<file path="src/rv_isa_pkg.sv">
// RV64IM ISA constants: register width, major opcodes, funct7 values, field positions
package rv_isa_pkg;

    parameter int XLEN_DEFAULT = 64;

    typedef logic [4:0] reg_idx_t;

    // Major opcodes, instruction bits 6..0
    typedef enum logic [6:0] {
        OP        = 7'b0110011,
        OP_IMM    = 7'b0010011,
        OP_32     = 7'b0111011,
        OP_IMM_32 = 7'b0011011,
        LOAD      = 7'b0000011,
        STORE     = 7'b0100011,
        BRANCH    = 7'b1100011,
        JAL       = 7'b1101111,
        JALR      = 7'b1100111,
        LUI       = 7'b0110111,
        AUIPC     = 7'b0010111,
        SYSTEM    = 7'b1110011,
        MISC_MEM  = 7'b0001111
    } opcode_e;

    parameter logic [6:0] FUNCT7_BASE   = 7'b0000000;
    parameter logic [6:0] FUNCT7_ALT    = 7'b0100000; // SUB and arithmetic shifts
    parameter logic [6:0] FUNCT7_MULDIV = 7'b0000001;

    // Bits 31..20 of the two environment calls
    parameter logic [11:0] SYS_IMM_ECALL  = 12'h000;
    parameter logic [11:0] SYS_IMM_EBREAK = 12'h001;

    // Low bit of each fixed field
    parameter int OPCODE_LSB = 0;
    parameter int RD_LSB     = 7;
    parameter int FUNCT3_LSB = 12;
    parameter int RS1_LSB    = 15;
    parameter int RS2_LSB    = 20;
    parameter int FUNCT7_LSB = 25;

endpackage

</file>
<file path="src/decode_pkg.sv">
// Decoder result types: instruction format and instruction kind
package decode_pkg;

    typedef enum logic [2:0] {
        FMT_R,
        FMT_I,
        FMT_S,
        FMT_B,
        FMT_U,
        FMT_J,
        FMT_FENCE,
        FMT_NONE
    } insn_format_e;

    // Numbering is fixed, downstream logic compares raw codes
    typedef enum logic [7:0] {
        ADD    = 8'd0,  SUB    = 8'd1,  XOR    = 8'd2,  OR     = 8'd3,
        AND    = 8'd4,  SLL    = 8'd5,  SRL    = 8'd6,  SRA    = 8'd7,
        SLT    = 8'd8,  SLTU   = 8'd9,
        MUL    = 8'd10, MULH   = 8'd11, MULHSU = 8'd12, MULHU  = 8'd13,
        DIV    = 8'd14, DIVU   = 8'd15, REM    = 8'd16, REMU   = 8'd17,
        ADDI   = 8'd18, XORI   = 8'd19, ORI    = 8'd20, ANDI   = 8'd21,
        SLLI   = 8'd22, SRLI   = 8'd23, SRAI   = 8'd24, SLTI   = 8'd25,
        SLTIU  = 8'd26,
        ADDIW  = 8'd29, SLLIW  = 8'd30, SRLIW  = 8'd31, SRAIW  = 8'd32,
        ADDW   = 8'd33, SUBW   = 8'd34, SLLW   = 8'd35, SRLW   = 8'd36,
        SRAW   = 8'd37, MULW   = 8'd38, DIVW   = 8'd39, DIVUW  = 8'd40,
        REMW   = 8'd41, REMUW  = 8'd42,
        SB     = 8'd43, SH     = 8'd44, SW     = 8'd45, SD     = 8'd46,
        BEQ    = 8'd47, BNE    = 8'd48, BLT    = 8'd49, BGE    = 8'd50,
        BLTU   = 8'd51, BGEU   = 8'd52,
        JAL    = 8'd53, JALR   = 8'd54, LUI    = 8'd55, AUIPC  = 8'd56,
        ECALL  = 8'd57, EBREAK = 8'd58,
        LB     = 8'd59, LH     = 8'd60, LW     = 8'd61, LBU    = 8'd62,
        LHU    = 8'd63, LWU    = 8'd64, LD     = 8'd65,
        FENCE  = 8'd66,
        UNKNOWN = 8'd255
    } insn_kind_e;

endpackage

</file>
<file path="src/decode_bus_if.sv">
// Interface carrying split instruction fields and format between decode stages
`timescale 1ns/1ps

interface decode_bus_if
    import rv_isa_pkg::*, decode_pkg::*;
();

    logic [31:0]  instr;
    opcode_e      opcode;
    logic [2:0]   funct3;
    logic [6:0]   funct7;
    reg_idx_t     rd;
    reg_idx_t     rs1;
    reg_idx_t     rs2;
    insn_format_e format;

    modport source (
        output instr, opcode, funct3, funct7, rd, rs1, rs2, format
    );

    modport sink (
        input instr, opcode, funct3, funct7, rd, rs1, rs2, format
    );

endinterface

</file>
<file path="src/format_decoder.sv">
// Field extraction and format selection from the opcode
`timescale 1ns/1ps

module format_decoder
    import rv_isa_pkg::*, decode_pkg::*;
(
    input  logic [31:0]         instr,
    decode_bus_if.source        bus
);

    opcode_e      opc;
    insn_format_e fmt;

    assign opc = opcode_e'(instr[OPCODE_LSB +: 7]);

    always_comb begin
        case (opc)
            OP, OP_32:                         fmt = FMT_R;
            OP_IMM, OP_IMM_32, LOAD, SYSTEM:   fmt = FMT_I;
            rv_isa_pkg::JALR:                  fmt = FMT_I;
            STORE:                             fmt = FMT_S;
            BRANCH:                            fmt = FMT_B;
            rv_isa_pkg::LUI, rv_isa_pkg::AUIPC: fmt = FMT_U;
            rv_isa_pkg::JAL:                   fmt = FMT_J;
            MISC_MEM:                          fmt = FMT_FENCE;
            default:                           fmt = FMT_NONE; // opcode 0 lands here
        endcase
    end

    assign bus.instr  = instr;
    assign bus.opcode = opc;
    assign bus.funct3 = instr[FUNCT3_LSB +: 3];
    assign bus.funct7 = instr[FUNCT7_LSB +: 7];
    assign bus.format = fmt;

    // Zero the register fields a format leaves unused
    always_comb begin
        bus.rd  = instr[RD_LSB +: 5];
        bus.rs1 = instr[RS1_LSB +: 5];
        bus.rs2 = instr[RS2_LSB +: 5];
        case (fmt)
            FMT_S, FMT_B: bus.rd = '0;
            FMT_U, FMT_J: begin
                bus.rs1 = '0;
                bus.rs2 = '0;
            end
            FMT_I, FMT_FENCE: bus.rs2 = '0; // Fence bits 24..20 hold succ
            FMT_NONE: begin
                bus.rd  = '0;
                bus.rs1 = '0;
                bus.rs2 = '0;
            end
            default: ;
        endcase
    end

endmodule

</file>
<file path="src/insn_classifier.sv">
// Instruction kind classification from opcode, funct3, funct7 and system bits
`timescale 1ns/1ps

module insn_classifier
    import rv_isa_pkg::*, decode_pkg::*;
#(
    parameter int XLEN = XLEN_DEFAULT
) (
    decode_bus_if.sink          bus,
    output insn_kind_e          kind
);

    localparam bit HAS_W_OPS = (XLEN > 32); // W and IW only exist on RV64

    logic [5:0] imm_hi; // Bits 31..26, selects logical or arithmetic shift

    assign imm_hi = bus.instr[31:26];

    always_comb begin
        kind = UNKNOWN;
        case (bus.opcode)
            OP: begin
                if (bus.funct7 == FUNCT7_MULDIV) begin
                    case (bus.funct3)
                        3'd0: kind = MUL;
                        3'd1: kind = MULH;
                        3'd2: kind = MULHSU;
                        3'd3: kind = MULHU;
                        3'd4: kind = DIV;
                        3'd5: kind = DIVU;
                        3'd6: kind = REM;
                        3'd7: kind = REMU;
                    endcase
                end else if (bus.funct7 == FUNCT7_BASE) begin
                    case (bus.funct3)
                        3'd0: kind = ADD;
                        3'd1: kind = SLL;
                        3'd2: kind = SLT;
                        3'd3: kind = SLTU;
                        3'd4: kind = XOR;
                        3'd5: kind = SRL;
                        3'd6: kind = OR;
                        3'd7: kind = AND;
                    endcase
                end else if (bus.funct7 == FUNCT7_ALT) begin
                    if (bus.funct3 == 3'd0)
                        kind = SUB;
                    else if (bus.funct3 == 3'd5)
                        kind = SRA;
                end
            end
            OP_IMM: begin
                case (bus.funct3)
                    3'd0: kind = ADDI;
                    3'd1: kind = (imm_hi == 6'b000000) ? SLLI : UNKNOWN;
                    3'd2: kind = SLTI;
                    3'd3: kind = SLTIU;
                    3'd4: kind = XORI;
                    3'd5: begin
                        if (imm_hi == 6'b000000)
                            kind = SRLI;
                        else if (imm_hi == 6'b010000)
                            kind = SRAI;
                    end
                    3'd6: kind = ORI;
                    3'd7: kind = ANDI;
                endcase
            end
            OP_32: begin
                if (HAS_W_OPS) begin
                    if (bus.funct7 == FUNCT7_MULDIV) begin
                        case (bus.funct3)
                            3'd0: kind = MULW;
                            3'd4: kind = DIVW;
                            3'd5: kind = DIVUW;
                            3'd6: kind = REMW;
                            3'd7: kind = REMUW;
                            default: ;
                        endcase
                    end else if (bus.funct7 == FUNCT7_BASE) begin
                        case (bus.funct3)
                            3'd0: kind = ADDW;
                            3'd1: kind = SLLW;
                            3'd5: kind = SRLW;
                            default: ;
                        endcase
                    end else if (bus.funct7 == FUNCT7_ALT) begin
                        if (bus.funct3 == 3'd0)
                            kind = SUBW;
                        else if (bus.funct3 == 3'd5)
                            kind = SRAW;
                    end
                end
            end
            OP_IMM_32: begin
                if (HAS_W_OPS) begin
                    if (bus.funct3 == 3'd0)
                        kind = ADDIW;
                    else if (bus.funct3 == 3'd1 && bus.funct7 == FUNCT7_BASE)
                        kind = SLLIW;
                    else if (bus.funct3 == 3'd5 && bus.funct7 == FUNCT7_BASE)
                        kind = SRLIW;
                    else if (bus.funct3 == 3'd5 && bus.funct7 == FUNCT7_ALT)
                        kind = SRAIW;
                end
            end
            LOAD: begin
                case (bus.funct3)
                    3'd0: kind = LB;
                    3'd1: kind = LH;
                    3'd2: kind = LW;
                    3'd3: kind = LD;
                    3'd4: kind = LBU;
                    3'd5: kind = LHU;
                    3'd6: kind = LWU;
                    default: ;
                endcase
            end
            STORE: begin
                case (bus.funct3)
                    3'd0: kind = SB;
                    3'd1: kind = SH;
                    3'd2: kind = SW;
                    3'd3: kind = SD;
                    default: ;
                endcase
            end
            BRANCH: begin
                case (bus.funct3)
                    3'd0: kind = BEQ;
                    3'd1: kind = BNE;
                    3'd4: kind = BLT;
                    3'd5: kind = BGE;
                    3'd6: kind = BLTU;
                    3'd7: kind = BGEU;
                    default: ;
                endcase
            end
            rv_isa_pkg::JAL:   kind = decode_pkg::JAL;
            rv_isa_pkg::JALR:  kind = (bus.funct3 == 3'd0) ? decode_pkg::JALR : UNKNOWN;
            rv_isa_pkg::LUI:   kind = decode_pkg::LUI;
            rv_isa_pkg::AUIPC: kind = decode_pkg::AUIPC;
            SYSTEM: begin
                // rd, funct3 and rs1 must all be zero
                if (bus.instr[19:7] == 13'd0) begin
                    if (bus.instr[31:20] == SYS_IMM_ECALL)
                        kind = ECALL;
                    else if (bus.instr[31:20] == SYS_IMM_EBREAK)
                        kind = EBREAK;
                end
            end
            MISC_MEM: kind = (bus.funct3 == 3'd0) ? FENCE : UNKNOWN;
            default: kind = UNKNOWN;
        endcase
    end

    // A clean opcode must never leave the kind undefined
    kind_known_a: assert final ($isunknown(bus.instr) || !$isunknown(kind));

endmodule

</file>
<file path="src/imm_generator.sv">
// Immediate assembly, shift amount and fence ordering fields
`timescale 1ns/1ps

module imm_generator
    import rv_isa_pkg::*, decode_pkg::*;
#(
    parameter int XLEN = XLEN_DEFAULT
) (
    decode_bus_if.sink              bus,
    output logic signed [XLEN-1:0]  imm,
    output logic [5:0]              shamt,
    output logic [3:0]              pred,
    output logic [3:0]              succ
);

    logic [31:0]        i;
    logic signed [31:0] imm32; // Every format fits in 32 bits before extension

    assign i = bus.instr;

    always_comb begin
        case (bus.format)
            FMT_I:   imm32 = {{20{i[31]}}, i[31:20]};
            FMT_S:   imm32 = {{20{i[31]}}, i[31:25], i[11:7]};
            FMT_B:   imm32 = {{19{i[31]}}, i[31], i[7], i[30:25], i[11:8], 1'b0};
            FMT_U:   imm32 = {i[31:12], 12'b0};
            FMT_J:   imm32 = {{11{i[31]}}, i[31], i[19:12], i[20], i[30:21], 1'b0};
            default: imm32 = '0; // R, fence and unknown
        endcase
    end

    assign imm = XLEN'(imm32); // Signed cast widens with the sign bit

    always_comb begin
        case (bus.opcode)
            OP_IMM:    shamt = i[25:20];
            OP_IMM_32: shamt = {1'b0, i[24:20]};
            default:   shamt = '0;
        endcase
    end

    assign pred = (bus.format == FMT_FENCE) ? i[27:24] : 4'd0;
    assign succ = (bus.format == FMT_FENCE) ? i[23:20] : 4'd0;

    // Word shifts are limited to 31
    shamt_w_a: assert final (bus.opcode != OP_IMM_32 || !shamt[5]);

endmodule

</file>
<file path="src/decode_output_reg.sv">
// Output register stage for all decode results and the complete strobe
`timescale 1ns/1ps

module decode_output_reg
    import rv_isa_pkg::*, decode_pkg::*;
#(
    parameter int XLEN = XLEN_DEFAULT
) (
    input  logic                    clk,
    input  logic                    rst_n,
    input  logic                    decode_enable,
    input  logic [6:0]              opcode_d,
    input  reg_idx_t                rd_d,
    input  reg_idx_t                rs1_d,
    input  reg_idx_t                rs2_d,
    input  insn_kind_e              kind_d,
    input  logic signed [XLEN-1:0]  imm_d,
    input  logic [5:0]              shamt_d,
    input  logic [3:0]              pred_d,
    input  logic [3:0]              succ_d,
    output logic [6:0]              opcode_q,
    output reg_idx_t                rd_q,
    output reg_idx_t                rs1_q,
    output reg_idx_t                rs2_q,
    output insn_kind_e              kind_q,
    output logic signed [XLEN-1:0]  imm_q,
    output logic [5:0]              shamt_q,
    output logic [3:0]              pred_q,
    output logic [3:0]              succ_q,
    output logic                    decode_complete
);

    always_ff @(posedge clk or negedge rst_n) begin
        if (!rst_n) begin
            decode_complete <= 1'b0;
            opcode_q        <= '0;
            rd_q            <= '0;
            rs1_q           <= '0;
            rs2_q           <= '0;
            kind_q          <= UNKNOWN;
            imm_q           <= '0;
            shamt_q         <= '0;
            pred_q          <= '0;
            succ_q          <= '0;
        end else begin
            decode_complete <= decode_enable; // One pulse per accepted word
            if (decode_enable) begin
                opcode_q <= opcode_d;
                rd_q     <= rd_d;
                rs1_q    <= rs1_d;
                rs2_q    <= rs2_d;
                kind_q   <= kind_d;
                imm_q    <= imm_d;
                shamt_q  <= shamt_d;
                pred_q   <= pred_d;
                succ_q   <= succ_d;
            end
        end
    end

    // Complete trails enable by exactly one cycle
    complete_latency_a: assert property (@(posedge clk) disable iff (!rst_n)
        $past(rst_n) |-> decode_complete == $past(decode_enable));

    kind_defined_a: assert property (@(posedge clk) disable iff (!rst_n)
        !$isunknown(kind_q));

endmodule

</file>
<file path="src/rv_decoder_top.sv">
// RV64IM decoder top level with plain ports over the decode stages
`timescale 1ns/1ps

module rv_decoder_top
    import rv_isa_pkg::*, decode_pkg::*;
#(
    parameter int XLEN = XLEN_DEFAULT
) (
    input  logic                    clk,
    input  logic                    rst_n,
    input  logic [31:0]             instruction,
    input  logic                    decode_enable,
    output logic [6:0]              opcode,
    output reg_idx_t                rd,
    output reg_idx_t                rs1,
    output reg_idx_t                rs2,
    output logic signed [XLEN-1:0]  imm,
    output logic [5:0]              shamt,
    output insn_kind_e              instruction_type,
    output logic [3:0]              pred,
    output logic [3:0]              succ,
    output logic                    decode_complete
);

    decode_bus_if bus ();

    insn_kind_e             kind;
    logic signed [XLEN-1:0] imm_comb;
    logic [5:0]             shamt_comb;
    logic [3:0]             pred_comb;
    logic [3:0]             succ_comb;

    format_decoder u_format (
        .instr (instruction),
        .bus   (bus)
    );

    insn_classifier #(.XLEN(XLEN)) u_classify (
        .bus  (bus),
        .kind (kind)
    );

    imm_generator #(.XLEN(XLEN)) u_imm (
        .bus   (bus),
        .imm   (imm_comb),
        .shamt (shamt_comb),
        .pred  (pred_comb),
        .succ  (succ_comb)
    );

    decode_output_reg #(.XLEN(XLEN)) u_out (
        .clk             (clk),
        .rst_n           (rst_n),
        .decode_enable   (decode_enable),
        .opcode_d        (bus.opcode),
        .rd_d            (bus.rd),
        .rs1_d           (bus.rs1),
        .rs2_d           (bus.rs2),
        .kind_d          (kind),
        .imm_d           (imm_comb),
        .shamt_d         (shamt_comb),
        .pred_d          (pred_comb),
        .succ_d          (succ_comb),
        .opcode_q        (opcode),
        .rd_q            (rd),
        .rs1_q           (rs1),
        .rs2_q           (rs2),
        .kind_q          (instruction_type),
        .imm_q           (imm),
        .shamt_q         (shamt),
        .pred_q          (pred),
        .succ_q          (succ),
        .decode_complete (decode_complete)
    );

endmodule

</file>
<file path="config.mk">
export PLATFORM = sky130hd
export DESIGN_NAME = rv_decoder_top
export DESIGN_NICKNAME = d
export VERILOG_FILES = /design/src/rv_isa_pkg.sv /design/src/decode_pkg.sv /design/src/decode_bus_if.sv /design/src/format_decoder.sv /design/src/insn_classifier.sv /design/src/imm_generator.sv /design/src/decode_output_reg.sv /design/src/rv_decoder_top.sv
export SDC_FILE = /design/constraint.sdc
export NUM_CORES = 1
export LEC_CHECK = 0
export ABC_AREA = 1
export BUFFER_PORTS_ARGS = -buffer_cell sky130_fd_sc_hd__buf_2
export CAP_MARGIN = 10
export CORE_MARGIN = 1.5
export CORE_UTILIZATION = 45
export CTS_CLUSTER_DIAMETER = 60
export DETAILED_ROUTE_END_ITERATION = 10
export GPL_ROUTABILITY_DRIVEN = 0
export GPL_TIMING_DRIVEN = 0
export MAX_ROUTING_LAYER = met4
export PLACE_DENSITY = 0.8
export SYNTH_ARGS = -nofsm -noshare
export SYNTH_HDL_FRONTEND = slang
export SYNTH_HIERARCHICAL = 1
export SYNTH_SLANG_ARGS = --single-unit
</file>
<file path="constraint.sdc">
create_clock -name clk -period 0.8 [get_ports clk]
set_input_delay 0.16 -clock clk [delete_from_list [all_inputs] [get_ports clk]]
set_output_delay 0.16 -clock clk [all_outputs]
set_load 0.01 [all_outputs]
</file>
==> report_table.html <==
<table>
<tr><th>Metric</th><th>Value</th></tr>
<tr><th colspan="2">Status</th></tr>
<tr><td>Violated checks</td><td>negative hold slack, negative setup slack</td></tr>
<tr><td>Outcome</td><td>finished, violations left</td></tr>
<tr><th colspan="2">GRT</th></tr>
<tr><td>Global-route total usage across every layer</td><td>28.1%</td></tr>
<tr><td>Number of antenna violations at the first check in global routing</td><td>0</td></tr>
<tr><td>Total grt overflow</td><td>0</td></tr>
<tr><td>Maximum number of pins on one net before global-route repair</td><td>66</td></tr>
<tr><td>Number of global-route vias before repair</td><td>7153</td></tr>
<tr><td>Global-route wire length before repair</td><td>35.1 mm</td></tr>
<tr><th colspan="2">Setup path</th></tr>
<tr><td>Crit path capture type</td><td>flop</td></tr>
<tr><td>Crit Path Max Fanout</td><td>8</td></tr>
<tr><td>R2R depth</td><td>4</td></tr>
<tr><td>Endpoint required time on the critical path</td><td>1.06 ns</td></tr>
<tr><td>Reg-to-Reg Start</td><td>u_out/rs1_q[2]$_DFFE_PN0P_</td></tr>
<tr><td>Critical path class</td><td>primary input to flop</td></tr>
<tr><td>Capture point of the worst reg-to-reg path</td><td>u_out/rs1_q[2]$_DFFE_PN0P_</td></tr>
<tr><td>R2R setup slack</td><td>-0.13 ns</td></tr>
<tr><td>Endpoint of the worst setup timing path</td><td>u_out/imm_q[31]$_DFFE_PN0P_</td></tr>
<tr><td>CP Data Arrival Time</td><td>2.06 ns</td></tr>
<tr><td>Kind of start point of the critical path</td><td>primary input</td></tr>
<tr><td>Start point of the critical path</td><td>instruction[1]</td></tr>
<tr><th colspan="2">Clocking</th></tr>
<tr><td>Deepest clock path buffer count</td><td>2</td></tr>
<tr><td>H-tree depth reported by CTS</td><td>3</td></tr>
<tr><td>Clock latency at the later pin of the worst-skew pair</td><td>0.37 ns</td></tr>
<tr><td>Hold buffer count at cts</td><td>1</td></tr>
<tr><td>CTS root buf</td><td>sky130_fd_sc_hd__clkbuf_16</td></tr>
<tr><td>Clk sinks</td><td>109</td></tr>
<tr><td>TritonCTS buffer count</td><td>9</td></tr>
<tr><td>TritonCTS clock tree</td><td>done</td></tr>
<tr><td>Clock transition at the registers of the reported paths</td><td>0.07 ns</td></tr>
<tr><th colspan="2">Drt</th></tr>
<tr><td>Routed wire length</td><td>23.3 mm</td></tr>
<tr><td>Post-DR vias/cell</td><td>5.27</td></tr>
<tr><td>Number of design rule violations left after detail routing</td><td>0</td></tr>
<tr><td>Routed vias</td><td>7635</td></tr>
<tr><td>Violation count after the first detailed-routing iteration</td><td>740</td></tr>
<tr><td>Routed wire per std cell</td><td>16.1 um</td></tr>
<tr><td>ANT nets after route</td><td>0</td></tr>
<tr><td>Iteration count of the initial detailed-routing pass</td><td>6</td></tr>
<tr><th colspan="2">Floorplanning</th></tr>
<tr><td>Std-Cell Rows</td><td>45</td></tr>
<tr><td>Top-level port count</td><td>144</td></tr>
<tr><td>Die extent in y</td><td>128 um</td></tr>
<tr><td>Area of the placeable core</td><td>0.0151 mm^2</td></tr>
<tr><td>DIE WIDTH</td><td>128 um</td></tr>
<tr><td>DIE AREA</td><td>0.0163 mm^2</td></tr>
<tr><td>Effective utilization at floorplan</td><td>46.1%</td></tr>
<tr><th colspan="2">Yosys</th></tr>
<tr><td>Avg Inst Size Synth</td><td>6.94 um^2</td></tr>
<tr><td>Cell count after synthesis</td><td>1005</td></tr>
<tr><td>YS warnings</td><td>6</td></tr>
<tr><td>Net count after synthesis</td><td>1043</td></tr>
<tr><td>Netlist area before placement</td><td>0.00698 mm^2</td></tr>
<tr><th colspan="2">Timing</th></tr>
<tr><td>Final Slew Violations</td><td>0</td></tr>
<tr><td>Final setup violation count</td><td>207</td></tr>
<tr><td>Worst slew margin relative to its limit</td><td>59.0%</td></tr>
<tr><td>Maximum frequency from static timing analysis</td><td>558 MHz</td></tr>
<tr><td>Post-Route Hold Slack</td><td>-0.192 ns</td></tr>
<tr><td>Post-route setup slack</td><td>-0.993 ns</td></tr>
<tr><td>Layout Skew</td><td>0 ns</td></tr>
<tr><td>Final worst-path cycle share</td><td>224%</td></tr>
<tr><td>Final critical path time including I/O delays and setup</td><td>1.79 ns</td></tr>
<tr><td>Transition time of the tightest slew-check pin</td><td>0.615 ns</td></tr>
<tr><td>Unrepaired setup endpoints after global routing</td><td>yes</td></tr>
<tr><td>Hold violation total from the final report</td><td>40</td></tr>
<tr><th colspan="2">Cells and area</th></tr>
<tr><td>Final #Nets</td><td>1295</td></tr>
<tr><td>Register area</td><td>0.00274 mm^2</td></tr>
<tr><td>Layout cells sized above 1</td><td>47.5%</td></tr>
<tr><td>Number of antenna repair diodes</td><td>0</td></tr>
<tr><td>Final non-filler cell total</td><td>1450</td></tr>
<tr><td>Area growth from synthesis to final layout</td><td>48.6%</td></tr>
<tr><td>Multi-input combinational cell area</td><td>0.00401 mm^2</td></tr>
<tr><td>Fillers</td><td>1099</td></tr>
<tr><th colspan="2">Hold path</th></tr>
<tr><td>Hold/Removal Path Class</td><td>primary input to async pin</td></tr>
<tr><th colspan="2">Placement</th></tr>
<tr><td>DP HPWL</td><td>14.1 mm</td></tr>
<tr><td>Worst setup slack after placement</td><td>-1.62 ns</td></tr>
<tr><td>Cell count after placement</td><td>1327</td></tr>
<tr><td>Number of buffers inserted by port buffering</td><td>133</td></tr>
<tr><th colspan="2">Pwr</th></tr>
<tr><td>Power density normalized to cell area</td><td>1470 mW/mm^2</td></tr>
<tr><td>Worst voltage drop across the vdd grid</td><td>1230 uV</td></tr>
<tr><td>Leakage</td><td>5.95 nW</td></tr>
<tr><td>Pwr Total</td><td>0.0153 W</td></tr>
<tr><th colspan="2">Run</th></tr>
<tr><td>Max capacitance violation total</td><td>0</td></tr>
</table>
==> layout make-up <==
| cell class | count | share of cell area (%) |
|---|---|---|
| sequential | 109 | 26.4 |
| inverter | 82 | 3.70 |
| buffer | 97 | 8.66 |
| tap | 188 | 2.27 |
| clock inverter | 4 | 0.748 |
| clock buffer | 12 | 2.47 |
| multi-input combinational | 716 | 38.6 |
| timing repair buffer | 242 | 17.1 |
==> sequential cells by signal, indices dropped and copies added (netlist names), 5 cells and up <==
register and flops:
u_out/imm_q 64, u_out/kind_q 8, u_out/opcode_q 7, u_out/shamt_q 6, u_out/rd_q 5, u_out/rs1_q 5, u_out/rs2_q 5
==> routing by layer <==
layer / global-route usage (%) / wire length (um) / vias to the layer above
li1: - / - / 3517
met5: - / 0 / -
met2: 47.1 / 11600 / 449
met4: 11.9 / 1100 / 0
met1: 33.7 / 8940 / 3538
met3: 4.31 / 1690 / 131
==> layout by cell type, fill, tap and decap left out, types with 3 or more instances in the layout <==
| master | n |
|---|---|
| sky130_fd_sc_hd__inv_1 | 54 |
| sky130_fd_sc_hd__buf_8 | 8 |
| sky130_fd_sc_hd__buf_4 | 128 |
| sky130_fd_sc_hd__clkbuf_16 | 9 |
| sky130_fd_sc_hd__inv_4 | 13 |
| sky130_fd_sc_hd__o21a_4 | 5 |
| sky130_fd_sc_hd__nand2_4 | 22 |
| sky130_fd_sc_hd__ha_1 | 3 |
| sky130_fd_sc_hd__nand2_1 | 376 |
| sky130_fd_sc_hd__nor2_1 | 55 |
| sky130_fd_sc_hd__nand3_4 | 8 |
| sky130_fd_sc_hd__inv_6 | 4 |
| sky130_fd_sc_hd__and2_1 | 4 |
| sky130_fd_sc_hd__buf_12 | 5 |
| sky130_fd_sc_hd__nand4_1 | 10 |
| sky130_fd_sc_hd__nor2_4 | 29 |
| sky130_fd_sc_hd__o21ai_2 | 12 |
| sky130_fd_sc_hd__a21oi_2 | 3 |
| sky130_fd_sc_hd__dfstp_2 | 8 |
| sky130_fd_sc_hd__dfrtp_1 | 101 |
| sky130_fd_sc_hd__nand2_8 | 5 |
| sky130_fd_sc_hd__inv_2 | 9 |
| sky130_fd_sc_hd__nand3_1 | 38 |
| sky130_fd_sc_hd__nand2_2 | 62 |
| sky130_fd_sc_hd__a21oi_1 | 5 |
| sky130_fd_sc_hd__nor2_2 | 37 |
| sky130_fd_sc_hd__buf_6 | 76 |
| sky130_fd_sc_hd__nand3_2 | 18 |
| sky130_fd_sc_hd__o21ai_1 | 6 |
| sky130_fd_sc_hd__buf_2 | 120 |
==> repair_timing <==
item	CTS	global route
endpoints found under the hold margin	41	40
cloned	4	0
pin swaps	92	35
setup endpoints to repair	205	206
gates resized for setup	145	84
buffers inserted	72	37
==> worst min path at each step <==
stage               slack [ns]  depth (start not counted)                         endpoint
floorplan                -0.14                          0  u_out/decode_complete$_DFF_PN0_
global placement          0.30                          1  u_out/decode_complete$_DFF_PN0_
detailed placement        0.21                          1    u_out/opcode_q[2]$_DFFE_PN0P_
CTS                      -0.18                          1    u_out/opcode_q[2]$_DFFE_PN0P_
global route             -0.15                          1    u_out/opcode_q[3]$_DFFE_PN0P_
finish                   -0.19                          1        u_out/rd_q[1]$_DFFE_PN0P_
==> worst max-delay path: stages <==
cell and delay [ns]:
sky130_fd_sc_hd__buf_6 0.11, sky130_fd_sc_hd__nand2_8 0.08, sky130_fd_sc_hd__inv_6 0.04, sky130_fd_sc_hd__nand2_4 0.05
sky130_fd_sc_hd__inv_2 0.04, sky130_fd_sc_hd__nand2_2 0.06, sky130_fd_sc_hd__nand2_2 0.08, sky130_fd_sc_hd__nor2_4 0.14
sky130_fd_sc_hd__nand2_4 0.07, sky130_fd_sc_hd__nand3_1 0.18, sky130_fd_sc_hd__inv_1 0.20, sky130_fd_sc_hd__nand2_4 0.15
sky130_fd_sc_hd__nand2_8 0.10, sky130_fd_sc_hd__o21a_4 0.30, sky130_fd_sc_hd__buf_4 0.15, sky130_fd_sc_hd__nand2_2 0.06
sky130_fd_sc_hd__nand2_1 0.05
==> power by group <==
| part | internal (W) | switching, W | leakage (nW) |
|---|---|---|---|
| combinational | 0.00185 | 0.00217 | 4.33 |
| sequential | 0.00593 | 0.000232 | 1.45 |
| clock | 0.00294 | 0.00217 | 0.164 |
==> per-stage QoR <==
stage / hold slack, ns / TNS, ns / cell area, um^2 / utilization [%]
floorplan: -0.136 / -63.70 / 7420 / -
global placement: 0.296 / -291.10 / 8320 / 54.9
detailed placement: 0.212 / -132.77 / 8350 / 55.1
CTS: -0.177 / -86.81 / 9800 / 64.7
global route: -0.150 / -104.04 / 10400 / 68.5
finish: -0.192 / -96.17 / 10400 / 68.5
Note: power is estimated with default switching activity, not from simulation.
